**config.mk**
```make
export PLATFORM = sky130hd
export DESIGN_NAME = engine_pipeline
export DESIGN_NICKNAME = d
export VERILOG_FILES = /design/src/engine_pipeline_pkg.sv /design/src/engine_lane.sv /design/src/engine_pipeline.sv /design/src/engine_status.sv /design/src/hyper_pipeline.sv /design/src/packet_fifo.sv
export SDC_FILE = /design/constraint.sdc
export NUM_CORES = 2
export LEC_CHECK = 0
export BUFFER_PORTS_ARGS = -buffer_cell sky130_fd_sc_hd__buf_4
export CORE_ASPECT_RATIO = 1.5
export CORE_UTILIZATION = 55
export DETAILED_ROUTE_END_ITERATION = 6
export GPL_TIMING_DRIVEN = 0
export PLACE_DENSITY_LB_ADDON = 0.3
export SLEW_MARGIN = 0
export SYNTH_ARGS = -nofsm -noshare
export SYNTH_HDL_FRONTEND = slang
export SYNTH_SLANG_ARGS = --single-unit
export TNS_END_PERCENT = 30
```
**constraint.sdc**
```tcl
create_clock -name ap_clk -period 5.4 [get_ports ap_clk]
set_input_delay 0.27 -clock ap_clk [delete_from_list [all_inputs] [get_ports ap_clk]]
set_output_delay 0.27 -clock ap_clk [all_outputs]
set_load 0.005 [all_outputs]
```
**src/engine_pipeline_pkg.sv**
```systemverilog
/*
 * Engine pipeline shared types
 * Field widths, lane sizing, packet structs and the run-state encoding
 */
package engine_pipeline_pkg;

    // ------------------------------
    // Packet field widths
    // ------------------------------
    localparam int engine_id_width   = 8;
    localparam int packet_data_width = 32;
    localparam int memory_addr_width = 16;

    // ------------------------------
    // Lane sizing
    // ------------------------------
    localparam int lane_fifo_depth      = 16;
    // Leaves room for words still in the pipeline
    localparam int lane_prog_thresh     = 8;
    localparam int lane_pipeline_stages = 2;

    // Vertex/engine traffic, 40 bits
    typedef struct packed {
        logic [engine_id_width-1:0]   id;
        logic [packet_data_width-1:0] data;
    } engine_packet_t;

    // Memory traffic, 48 bits
    typedef struct packed {
        logic [memory_addr_width-1:0] addr;
        logic [packet_data_width-1:0] data;
    } memory_packet_t;

    // Kernel run state
    typedef enum logic [1:0] {
        state_idle    = 2'd0,
        state_running = 2'd1,
        state_done    = 2'd2
    } run_state_t;

endpackage

```
**src/engine_lane.sv**
```systemverilog
/*
 * Engine lane
 * Input FIFO, register pipeline and output FIFO for one packet channel
 */
`timescale 1ns/1ps

module engine_lane #(
    parameter int width = $bits(engine_pipeline_pkg::engine_packet_t)
) (
    input  logic             ap_clk,
    input  logic             areset_template_engine,
    input  logic             in_valid,
    output logic             in_ready,
    input  logic [width-1:0] in_packet,
    output logic             out_valid,
    input  logic             out_ready,
    output logic [width-1:0] out_packet,
    output logic             lane_idle
);

    logic             head_valid;
    logic [width-1:0] head_packet;
    logic             in_empty;
    logic             pop_enable;
    logic             pipe_valid;
    logic [width-1:0] pipe_packet;
    logic             pipe_busy;
    logic             out_empty;
    logic             out_prog_full;

    // ------------------------------
    // Input side
    // ------------------------------
    // Pop only while the output FIFO has headroom
    assign pop_enable = ~out_prog_full;

    packet_fifo #(
        .width(width)
    ) u_in_fifo (
        .ap_clk                 (ap_clk),
        .areset_template_engine (areset_template_engine),
        .in_valid               (in_valid),
        .in_ready               (in_ready),
        .in_packet              (in_packet),
        .out_valid              (head_valid),
        .out_ready              (pop_enable),
        .out_packet             (head_packet),
        .empty                  (in_empty),
        .prog_full              ()
    );

    hyper_pipeline #(
        .width(width)
    ) u_pipeline (
        .ap_clk                 (ap_clk),
        .areset_template_engine (areset_template_engine),
        .in_valid               (head_valid & pop_enable),
        .in_packet              (head_packet),
        .out_valid              (pipe_valid),
        .out_packet             (pipe_packet),
        .busy                   (pipe_busy)
    );

    // ------------------------------
    // Output side
    // ------------------------------
    // Pipeline pushes straight in, threshold guarantees space
    packet_fifo #(
        .width(width)
    ) u_out_fifo (
        .ap_clk                 (ap_clk),
        .areset_template_engine (areset_template_engine),
        .in_valid               (pipe_valid),
        .in_ready               (),
        .in_packet              (pipe_packet),
        .out_valid              (out_valid),
        .out_ready              (out_ready),
        .out_packet             (out_packet),
        .empty                  (out_empty),
        .prog_full              (out_prog_full)
    );

    assign lane_idle = in_empty & out_empty & ~pipe_busy;

endmodule

```
**src/engine_pipeline.sv**
```systemverilog
/*
 * Engine pipeline top level
 * Engine and memory response channels passed through to request streams
 */
`timescale 1ns/1ps

module engine_pipeline (
    input  logic                                ap_clk,
    input  logic                                areset_template_engine,
    input  logic                                descriptor_valid,
    input  logic                                response_engine_valid,
    output logic                                response_engine_ready,
    input  engine_pipeline_pkg::engine_packet_t response_engine_packet,
    input  logic                                response_memory_valid,
    output logic                                response_memory_ready,
    input  engine_pipeline_pkg::memory_packet_t response_memory_packet,
    output logic                                request_engine_valid,
    input  logic                                request_engine_ready,
    output engine_pipeline_pkg::engine_packet_t request_engine_packet,
    output logic                                request_memory_valid,
    input  logic                                request_memory_ready,
    output engine_pipeline_pkg::memory_packet_t request_memory_packet,
    output logic                                done
);

    logic [1:0] lanes_idle;
    logic       work_accepted;

    // Any inbound beat this cycle
    assign work_accepted = (response_engine_valid & response_engine_ready)
                         | (response_memory_valid & response_memory_ready);

    // ------------------------------
    // Channel lanes
    // ------------------------------
    engine_lane #(
        .width($bits(engine_pipeline_pkg::engine_packet_t))
    ) u_engine_lane (
        .ap_clk                 (ap_clk),
        .areset_template_engine (areset_template_engine),
        .in_valid               (response_engine_valid),
        .in_ready               (response_engine_ready),
        .in_packet              (response_engine_packet),
        .out_valid              (request_engine_valid),
        .out_ready              (request_engine_ready),
        .out_packet             (request_engine_packet),
        .lane_idle              (lanes_idle[0])
    );

    engine_lane #(
        .width($bits(engine_pipeline_pkg::memory_packet_t))
    ) u_memory_lane (
        .ap_clk                 (ap_clk),
        .areset_template_engine (areset_template_engine),
        .in_valid               (response_memory_valid),
        .in_ready               (response_memory_ready),
        .in_packet              (response_memory_packet),
        .out_valid              (request_memory_valid),
        .out_ready              (request_memory_ready),
        .out_packet             (request_memory_packet),
        .lane_idle              (lanes_idle[1])
    );

    // Done tracking
    engine_status u_status (
        .ap_clk                 (ap_clk),
        .areset_template_engine (areset_template_engine),
        .descriptor_valid       (descriptor_valid),
        .lanes_idle             (lanes_idle),
        .work_accepted          (work_accepted),
        .done                   (done)
    );

endmodule

```
**src/engine_status.sv**
```systemverilog
/*
 * Engine status
 * Run-state machine raising done once both lanes have drained
 */
`timescale 1ns/1ps

module engine_status (
    input  logic       ap_clk,
    input  logic       areset_template_engine,
    input  logic       descriptor_valid,
    input  logic [1:0] lanes_idle,
    input  logic       work_accepted,
    output logic       done
);

    engine_pipeline_pkg::run_state_t state;
    engine_pipeline_pkg::run_state_t state_next;
    logic                            lanes_drained;

    // Both lanes empty and nothing new this cycle
    assign lanes_drained = (&lanes_idle) & ~work_accepted;

    always_comb begin
        state_next = state;
        case (state)
            engine_pipeline_pkg::state_idle: begin
                if (descriptor_valid) begin
                    state_next = engine_pipeline_pkg::state_running;
                end
            end
            engine_pipeline_pkg::state_running: begin
                if (lanes_drained) begin
                    state_next = engine_pipeline_pkg::state_done;
                end
            end
            engine_pipeline_pkg::state_done: begin
                // New work or a new kernel reopens the run
                if (work_accepted || descriptor_valid) begin
                    state_next = engine_pipeline_pkg::state_running;
                end
            end
            default: state_next = engine_pipeline_pkg::state_idle;
        endcase
    end

    always_ff @(posedge ap_clk) begin
        if (areset_template_engine) begin
            state <= engine_pipeline_pkg::state_idle;
            done  <= 1'b0;
        end else begin
            state <= state_next;
            done  <= (state == engine_pipeline_pkg::state_done);
        end
    end

endmodule

```
**src/hyper_pipeline.sv**
```systemverilog
/*
 * Hyper pipeline
 * Free-running register chain for a valid bit and its payload
 */
`timescale 1ns/1ps

module hyper_pipeline #(
    parameter int width  = $bits(engine_pipeline_pkg::engine_packet_t),
    parameter int stages = engine_pipeline_pkg::lane_pipeline_stages
) (
    input  logic             ap_clk,
    input  logic             areset_template_engine,
    input  logic             in_valid,
    input  logic [width-1:0] in_packet,
    output logic             out_valid,
    output logic [width-1:0] out_packet,
    output logic             busy
);

    logic [stages-1:0] valid_q;
    logic [width-1:0]  data_q [stages];

    // Valid chain, no stall
    always_ff @(posedge ap_clk) begin
        if (areset_template_engine) begin
            valid_q <= '0;
        end else begin
            valid_q[0] <= in_valid;
            for (int i = 1; i < stages; i++) begin
                valid_q[i] <= valid_q[i-1];
            end
        end
    end

    // Payload chain
    always_ff @(posedge ap_clk) begin
        data_q[0] <= in_packet;
        for (int i = 1; i < stages; i++) begin
            data_q[i] <= data_q[i-1];
        end
    end

    assign out_valid  = valid_q[stages-1];
    assign out_packet = data_q[stages-1];
    // Anything still in flight
    assign busy       = |valid_q;

endmodule

```
**src/packet_fifo.sv**
```systemverilog
/*
 * Packet FIFO
 * Synchronous first-word-fall-through buffer with empty and programmable-full
 */
`timescale 1ns/1ps

module packet_fifo #(
    parameter int width       = $bits(engine_pipeline_pkg::engine_packet_t),
    parameter int depth       = engine_pipeline_pkg::lane_fifo_depth,
    parameter int prog_thresh = engine_pipeline_pkg::lane_prog_thresh
) (
    input  logic             ap_clk,
    input  logic             areset_template_engine,
    input  logic             in_valid,
    output logic             in_ready,
    input  logic [width-1:0] in_packet,
    output logic             out_valid,
    input  logic             out_ready,
    output logic [width-1:0] out_packet,
    output logic             empty,
    output logic             prog_full
);

    localparam int ptr_width   = (depth > 1) ? $clog2(depth) : 1;
    localparam int count_width = $clog2(depth + 1);

    logic [width-1:0]       mem [depth];
    logic [ptr_width-1:0]   wr_ptr;
    logic [ptr_width-1:0]   rd_ptr;
    logic [count_width-1:0] count;
    logic [count_width-1:0] count_next;
    logic                   push;
    logic                   pop;

    assign push = in_valid & in_ready;
    assign pop  = out_valid & out_ready;

    always_comb begin
        count_next = count;
        if (push && !pop) begin
            count_next = count + 1'b1;
        end else if (pop && !push) begin
            count_next = count - 1'b1;
        end
    end

    // ------------------------------
    // Pointers and occupancy
    // ------------------------------
    always_ff @(posedge ap_clk) begin
        if (areset_template_engine) begin
            wr_ptr   <= '0;
            rd_ptr   <= '0;
            count    <= '0;
            in_ready <= 1'b0;
        end else begin
            if (push) begin
                wr_ptr <= (wr_ptr == ptr_width'(depth - 1)) ? '0 : wr_ptr + 1'b1;
            end
            if (pop) begin
                rd_ptr <= (rd_ptr == ptr_width'(depth - 1)) ? '0 : rd_ptr + 1'b1;
            end
            count <= count_next;
            // Ready tracks free space for the following cycle
            in_ready <= (count_next != count_width'(depth));
        end
    end

    // Storage
    always_ff @(posedge ap_clk) begin
        if (push) begin
            mem[wr_ptr] <= in_packet;
        end
    end

    // Head word shown as soon as it lands
    assign empty      = (count == '0);
    assign out_valid  = ~empty;
    assign out_packet = mem[rd_ptr];
    assign prog_full  = (count >= count_width'(prog_thresh));

endmodule

```
Yosys cells after proc, flatten, opt, wreduce, memory -nomap -nowiden
Memory sizes are Yosys's and may differ from the RTL's. A register that Yosys moved wholly into a read port is not among the register bits.
Index checks and enable logic that the tools add are counted.

cells by class
  equality and inequality tests = 17
  muxes and demuxes = 36
  bitwise operators = 23
  magnitude comparators = 2
  add/subtract/negate cells = 16
  reductions and logical operators = 26

operators with widths
  cell                                                   number
  two-way mux 4 bit                                      16
  two-way mux 5 bit                                      8
  adder 4 x 1 -> 4 bit, second input constant            8
  == test 4 bit, second input constant                   8
  adder 5 x 1 -> 5 bit, second input constant            4
  zero test 5 bit                                        4
  inequality test 5 bit, second input constant           4
  subtractor 5 x 1 -> 5 bit, second input constant       4
  AND 1 bit                                              13
  >= comparator 5 x 4 -> 1 bit, second input constant    2
  NOT 1 bit                                              9
  logical AND 1 bit                                      8
  zero test 1 bit                                        8
  two-way mux 1 bit                                      8
  two-way mux 2 bit                                      3
  one-hot mux 2 bit (3 select lines)                     1
  inequality test 2 x 1 -> 1 bit, second input constant  2
  OR reduction 2 bit                                     2
  AND reduction 3 bit                                    1
  == test 2 x 1 -> 1 bit, second input constant          1
  == test 2 bit, second input constant                   1
  zero test 2 bit                                        1
  inequality test 2 bit, second input constant           1
  AND reduction 2 bit                                    1
  2 further kinds                                        2

storage, ports and cells
  logic and storage cells = 146
  output and inout bits = 93
  bits in registers = 63
  memory bits (writable) = 2,992
  memories kept = 6
  input port bits = 95

memories
  memory                           words  bits a word  read ports  clocked after memory_dff  wr ports  line                  RTL
  u_memory_lane.u_in_fifo.mem      16     48           1           1                         1         packet_fifo.sv:27     logic [width-1:0] mem [depth];
  u_memory_lane.u_out_fifo.mem     16     48           1           1                         1         packet_fifo.sv:27
  u_engine_lane.u_in_fifo.mem      16     40           1           1                         1         packet_fifo.sv:27
  u_engine_lane.u_out_fifo.mem     16     40           1           1                         1         packet_fifo.sv:27
  u_memory_lane.u_pipeline.data_q  2      48           2           0                         2         hyper_pipeline.sv:21  logic [width-1:0] data_q [stages];
  u_engine_lane.u_pipeline.data_q  2      40           2           0                         2         hyper_pipeline.sv:21

Logic depth before layout (Yosys ltp)
  depth in word-level cells = 7
  depth in mapped cells = 8
  depth with buffers taken out = 8

Modules after synthesis
A second synthesis with hierarchy kept.

second synthesis, totals
  cell total of the unflattened synthesis = 4,671
  area, all modules = 114,001.8 sq um

modules (own cells, without submodules)
  module                                      area an instance (sq um)  instances  cells each  seq. area each (sq um)
  packet_fifo at u_memory_lane.u_in_fifo ...  29,736.0                  2          1,183       23,422.5
  packet_fifo at u_engine_lane.u_in_fifo      25,089.1                  1          1,005       19,578.8
  packet_fifo at u_engine_lane.u_out_fifo     24,970.2                  1          1,008       19,578.8
  hyper_pipeline at u_memory_lane.u_pipeline  2,341.0                   1          149         1,961.9
  hyper_pipeline at u_engine_lane.u_pipeline  1,960.6                   1          125         1,641.6
  engine_status                               122.6                     1          11          60.1
  engine_lane                                 18.8                      2          3           0.0
  engine_pipeline                             8.8                       1          1           0.0

Worst setup path after synthesis
No wires, ideal clock.

  path type = register to register
  start point = reg u_memory_lane.u_pipeline.valid_q[1]
  end point = mem u_memory_lane.u_out_fifo.mem[3][0] in the netlist's numbering (enable)
  slack = 0.725 ns
  required time = 4.887 ns
  period minus slack after synthesis = 4.675 ns
  setup time = 0.513 ns
  stages on the path, launching flop included = 5
  arrival time = 4.163 ns
  path through = dfxtp_1 > and2_1 > clkbuf_1 > nand2_1 > nor3_1

between the ends
  cells in the longest elaborated chain, start to end = 3

ends and longest elaborated chain
  what                                     line                  RTL
  from (decl)                              hyper_pipeline.sv:20  logic [stages-1:0] valid_q;
  from (signal, indexed assignment)        hyper_pipeline.sv:30  valid_q[i] <= valid_q[i-1];
  AND 1 bit                                packet_fifo.sv:35     assign push = in_valid & in_ready;
  two-way mux 1 bit                        packet_fifo.sv:71     if (push) begin
  two-way mux 1 bit (not written as such)  packet_fifo.sv:72     mem[wr_ptr] <= in_packet;
  to (decl)                                packet_fifo.sv:27

Every way passes these cells.

==> impl_metrics.py <==
metrics = {
    "status": {
        "outcome": "complete, no violations",
    },
    "yosys": {
        "async_flop_share_pct": 0,
        "syn-num-nets": 4686,
        "synth_area_per_cell_um2": 24.8,
        "syn_area_um2": 113000,
        "ys_types": 54,
        "yosys_register_bits": 3071,
        "yosysTopAreaCell": "edfxtp_1",
        "synth_common_cells": "edfxtp_1 (2,816), mux4_2 (880), dfxtp_1 (255)",
        "yosysMostFrequentCell": "edfxtp_1",
        "yosysTopAreaCellShare_pct": 74.8,
        "synth_edf_count": 2816,
        "seq_area_frac_synth_pct": 79.4,
        "syn_inst": 4561,
        "yosys_warnings": 0,
        "synthTopCellsByArea": "edfxtp_1 (75%), mux4_2 (18%), dfxtp_1 (4.5%)",
        "synth_ff_type": "edfxtp_1",
    },
    "clocking": {
        "cts.root.buffer_cell": "clkbuf_16",
        "clock_latency_ps": 840,
        "cts_sinks": 3071,
        "numCtsBuffers": 272,
        "cts_tree": "yes",
        "cts-htree-levels": 5,
        "clk_pin_slew_ps": 70,
        "clk_path_buf_depth": 4,
        "cts_setup_buffers": 0,
    },
    "timing": {
        "worstMarginPinSlew_ps": 1120,
        "drv_slew": 0,
        "final.min_clock_period_ps": 4120,
        "slew_headroom_pct": 25.3,
        "fmax_ghz": 0.243,
        "setup_viol": 0,
        "hold_violations": 0,
        "fin_worst_skew_ps": 31.4,
        "rsz0062_at_grt": "false",
        "fin_crit_sh_pct": 76.3,
        "fin_tns_setup_ps": 0,
    },
    "drt": {
        "wl_per_cell_um": 31.2,
        "vias": 50800,
        "via_per_inst": 6.29,
        "drt_wl_total_um": 252000,
        "drt_first_iter_violations": 5463,
        "ant_nets": 0,
        "drt_pass1_iterations": 6,
        "drc": 0,
    },
    "worst_setup_path": {
        "r2r_start": "u_memory_lane.u_pipeline.valid_q[1]",
        "cp_slowest_stage_delay_ps": 770,
        "worst_ep_required_time_ps": 5130,
        "ff2ff_setup_slack_ps": 2210,
        "critPathKind": "reg -> out",
        "worst_setup_path_end_kind": "primary output",
        "arrival_ps": 3850,
        "cp_cell_sequence": "clkbuf_1, clkbuf_1, mux4_2, mux4_2, buf_4",
        "r2r_cells": 8,
        "cp-endpoint": "request_memory_packet[16]",
        "startpoint_type": "flop",
        "slowest_stage": "clkbuf_1",
        "r2r_end": "u_memory_lane.u_out_fifo.mem[3][2]",
        "worstPathMaxFanout": 10,
    },
    "floorplan": {
        "initial_core_util_pct": 55.4,
        "pin_count": 188,
        "die_w_um": 372,
        "die_y_um": 557,
        "core_area_um2": 204000,
        "rows": 203,
        "dieArea_um2": 207000,
    },
    "grt": {
        "grt.overflow.total": 0,
        "grt_pass1_vias": 52700,
        "grt_max_degree": 44,
        "antenna_found_initial": 40,
        "grt_pass1_wl_um": 362000,
        "grt_use_total_pct": 24.6,
    },
    "placed_design": {
        "dp_cells": 7493,
        "post-dp-hpwl_um": 146000,
        "numPortBuffers": 186,
        "place_congestion": 0.768,
    },
    "cells_and_area": {
        "layout-drive-gt1-share_pct": 31.2,
        "layout.cells.non_filler": 8085,
        "fin_nets": 5322,
        "syn_to_final_growth_pct": 14.2,
    },
    "job": {
        "maxCapViolCount": 0,
    },
    "hold_path": {
        "hp-class": "in -> reg",
    },
    "pwr": {
        "leakage_nw": 39.9,
        "p_per_area_nw_per_um2": 459,
        "ir_worst_vdd_v": 0.000280,
    },
}
[layout make-up]
type / instances / area, um2
clock inverter: 124 / 1110
sequential: 3071 / 89700
fill: 13000 / 74900
buffer: 211 / 1040
tap: 2665 / 3330
timing repair buffer: 362 / 3920
inverter: 22 / 82.6
multi-input combinational: 1257 / 22400
antenna: 9 / 22.5
clock buffer: 364 / 7430
[critical path: cells and delay by family, from the launching register on]
kind,cells,cell delay [ps]
buf+inv,3,1550
mux,2,1030
flops,1,440
[what timing repair did]
item | 4_1_cts | 5_1_grt
hold buffers | 95 | 0
endpoints found under the hold margin | 1430 | 0
gates resized for setup | 0 | 0
setup endpoints to repair | 0 | 0
[routing by layer]
layer / GRT usage (%) / routed length, um / part of all wire [%]
met5: 0 / 258 / 0.10
met1: 33.5 / 97600 / 39
met3: 4.84 / 20400 / 8.1
met4: 5.62 / 4740 / 1.9
met2: 41.2 / 129000 / 51
[power breakdown]
group / switching [W] / internal, W
registers: 0.00168 / 0.0284
clock network: 0.00834 / 0.0105
logic: 0.00509 / 0.00518
total: 0.0151 / 0.0441
[flip-flops by register name, summed over array words and instances, names as in the netlist, 5 cells and up, named ones only]
register	count
u_memory_lane.u_in_fifo.count	5
u_engine_lane.u_out_fifo.mem	640
u_engine_lane.u_pipeline.data_q	80
u_engine_lane.u_in_fifo.mem	640
u_engine_lane.u_in_fifo.count	5
u_memory_lane.u_in_fifo.mem	768
u_memory_lane.u_out_fifo.count	5
u_memory_lane.u_pipeline.data_q	96
u_memory_lane.u_out_fifo.mem	768
u_engine_lane.u_out_fifo.count	5
[worst min-delay path by stage]
| stage | from | endpoint | slack (ps) | depth (start not counted) |
|---|---|---|---|---|
| 3_5_place_dp | u_memory_lane.u_pipeline.data_q[0][25] | u_memory_lane.u_pipeline.data_q[0][73] | 310 | 0 |
| 3_3_place_gp | u_memory_lane.u_pipeline.data_q[0][9] | u_memory_lane.u_pipeline.data_q[0][57] | 310 | 0 |
| 5_1_grt | response_memory_packet[25] | u_memory_lane.u_in_fifo.mem[8][25] | 280 | 2 |
| 6_report | response_memory_packet[39] | u_memory_lane.u_in_fifo.mem[0][39] | 270 | 2 |
| 2_1_floorplan | u_engine_lane.u_pipeline.data_q[0][0] | u_engine_lane.u_pipeline.data_q[0][40] | 310 | 0 |
| 4_1_cts | response_memory_packet[32] | u_memory_lane.u_in_fifo.mem[4][32] | 230 | 2 |
[through the flow]
stage                     util (%)  hold WS, ps  power (W)  instance area (um2)  setup WS [ps]
final                         63.3          269     0.0592               129000           1280
after detailed placement      58.6          312     0.0409               120000           2110
after global routing          63.3          276     0.0611               129000           1220
after global placement        57.7          310     0.0405               118000          -3790
after floorplan                  -          310     0.0367               113000            725
after CTS                     63.3          230     0.0595               129000           1220
[cells by family (layout without fill, tap and decap cells)]
kind of cell,count (synthesis),count (layout),share of synthesized area (%)
DFF,3071,3071,79.4
muxes,883,883,17.6
and+or+nand+nor,240,240,1.11
buffers and inverters,233,1083,0.997
AOI/OAI and AO/OA,75,75,0.412
adders and majority gates,32,32,0.351
xor gates and xnor gates,27,27,0.209
other,0,9,0
[placed cells by master, fill, tap and decap left out, types with 42 or more instances in the layout]
cell type      count
edfxtp_1        2816
mux4_2           880
clkbuf_16        278
dfxtp_1          255
buf_4            229
clkbuf_1         161
dlygate4sd3_1     95
nand2_1           54
clkinv_2          46
nor2_1            42
(Power assumes the default switching activity.)
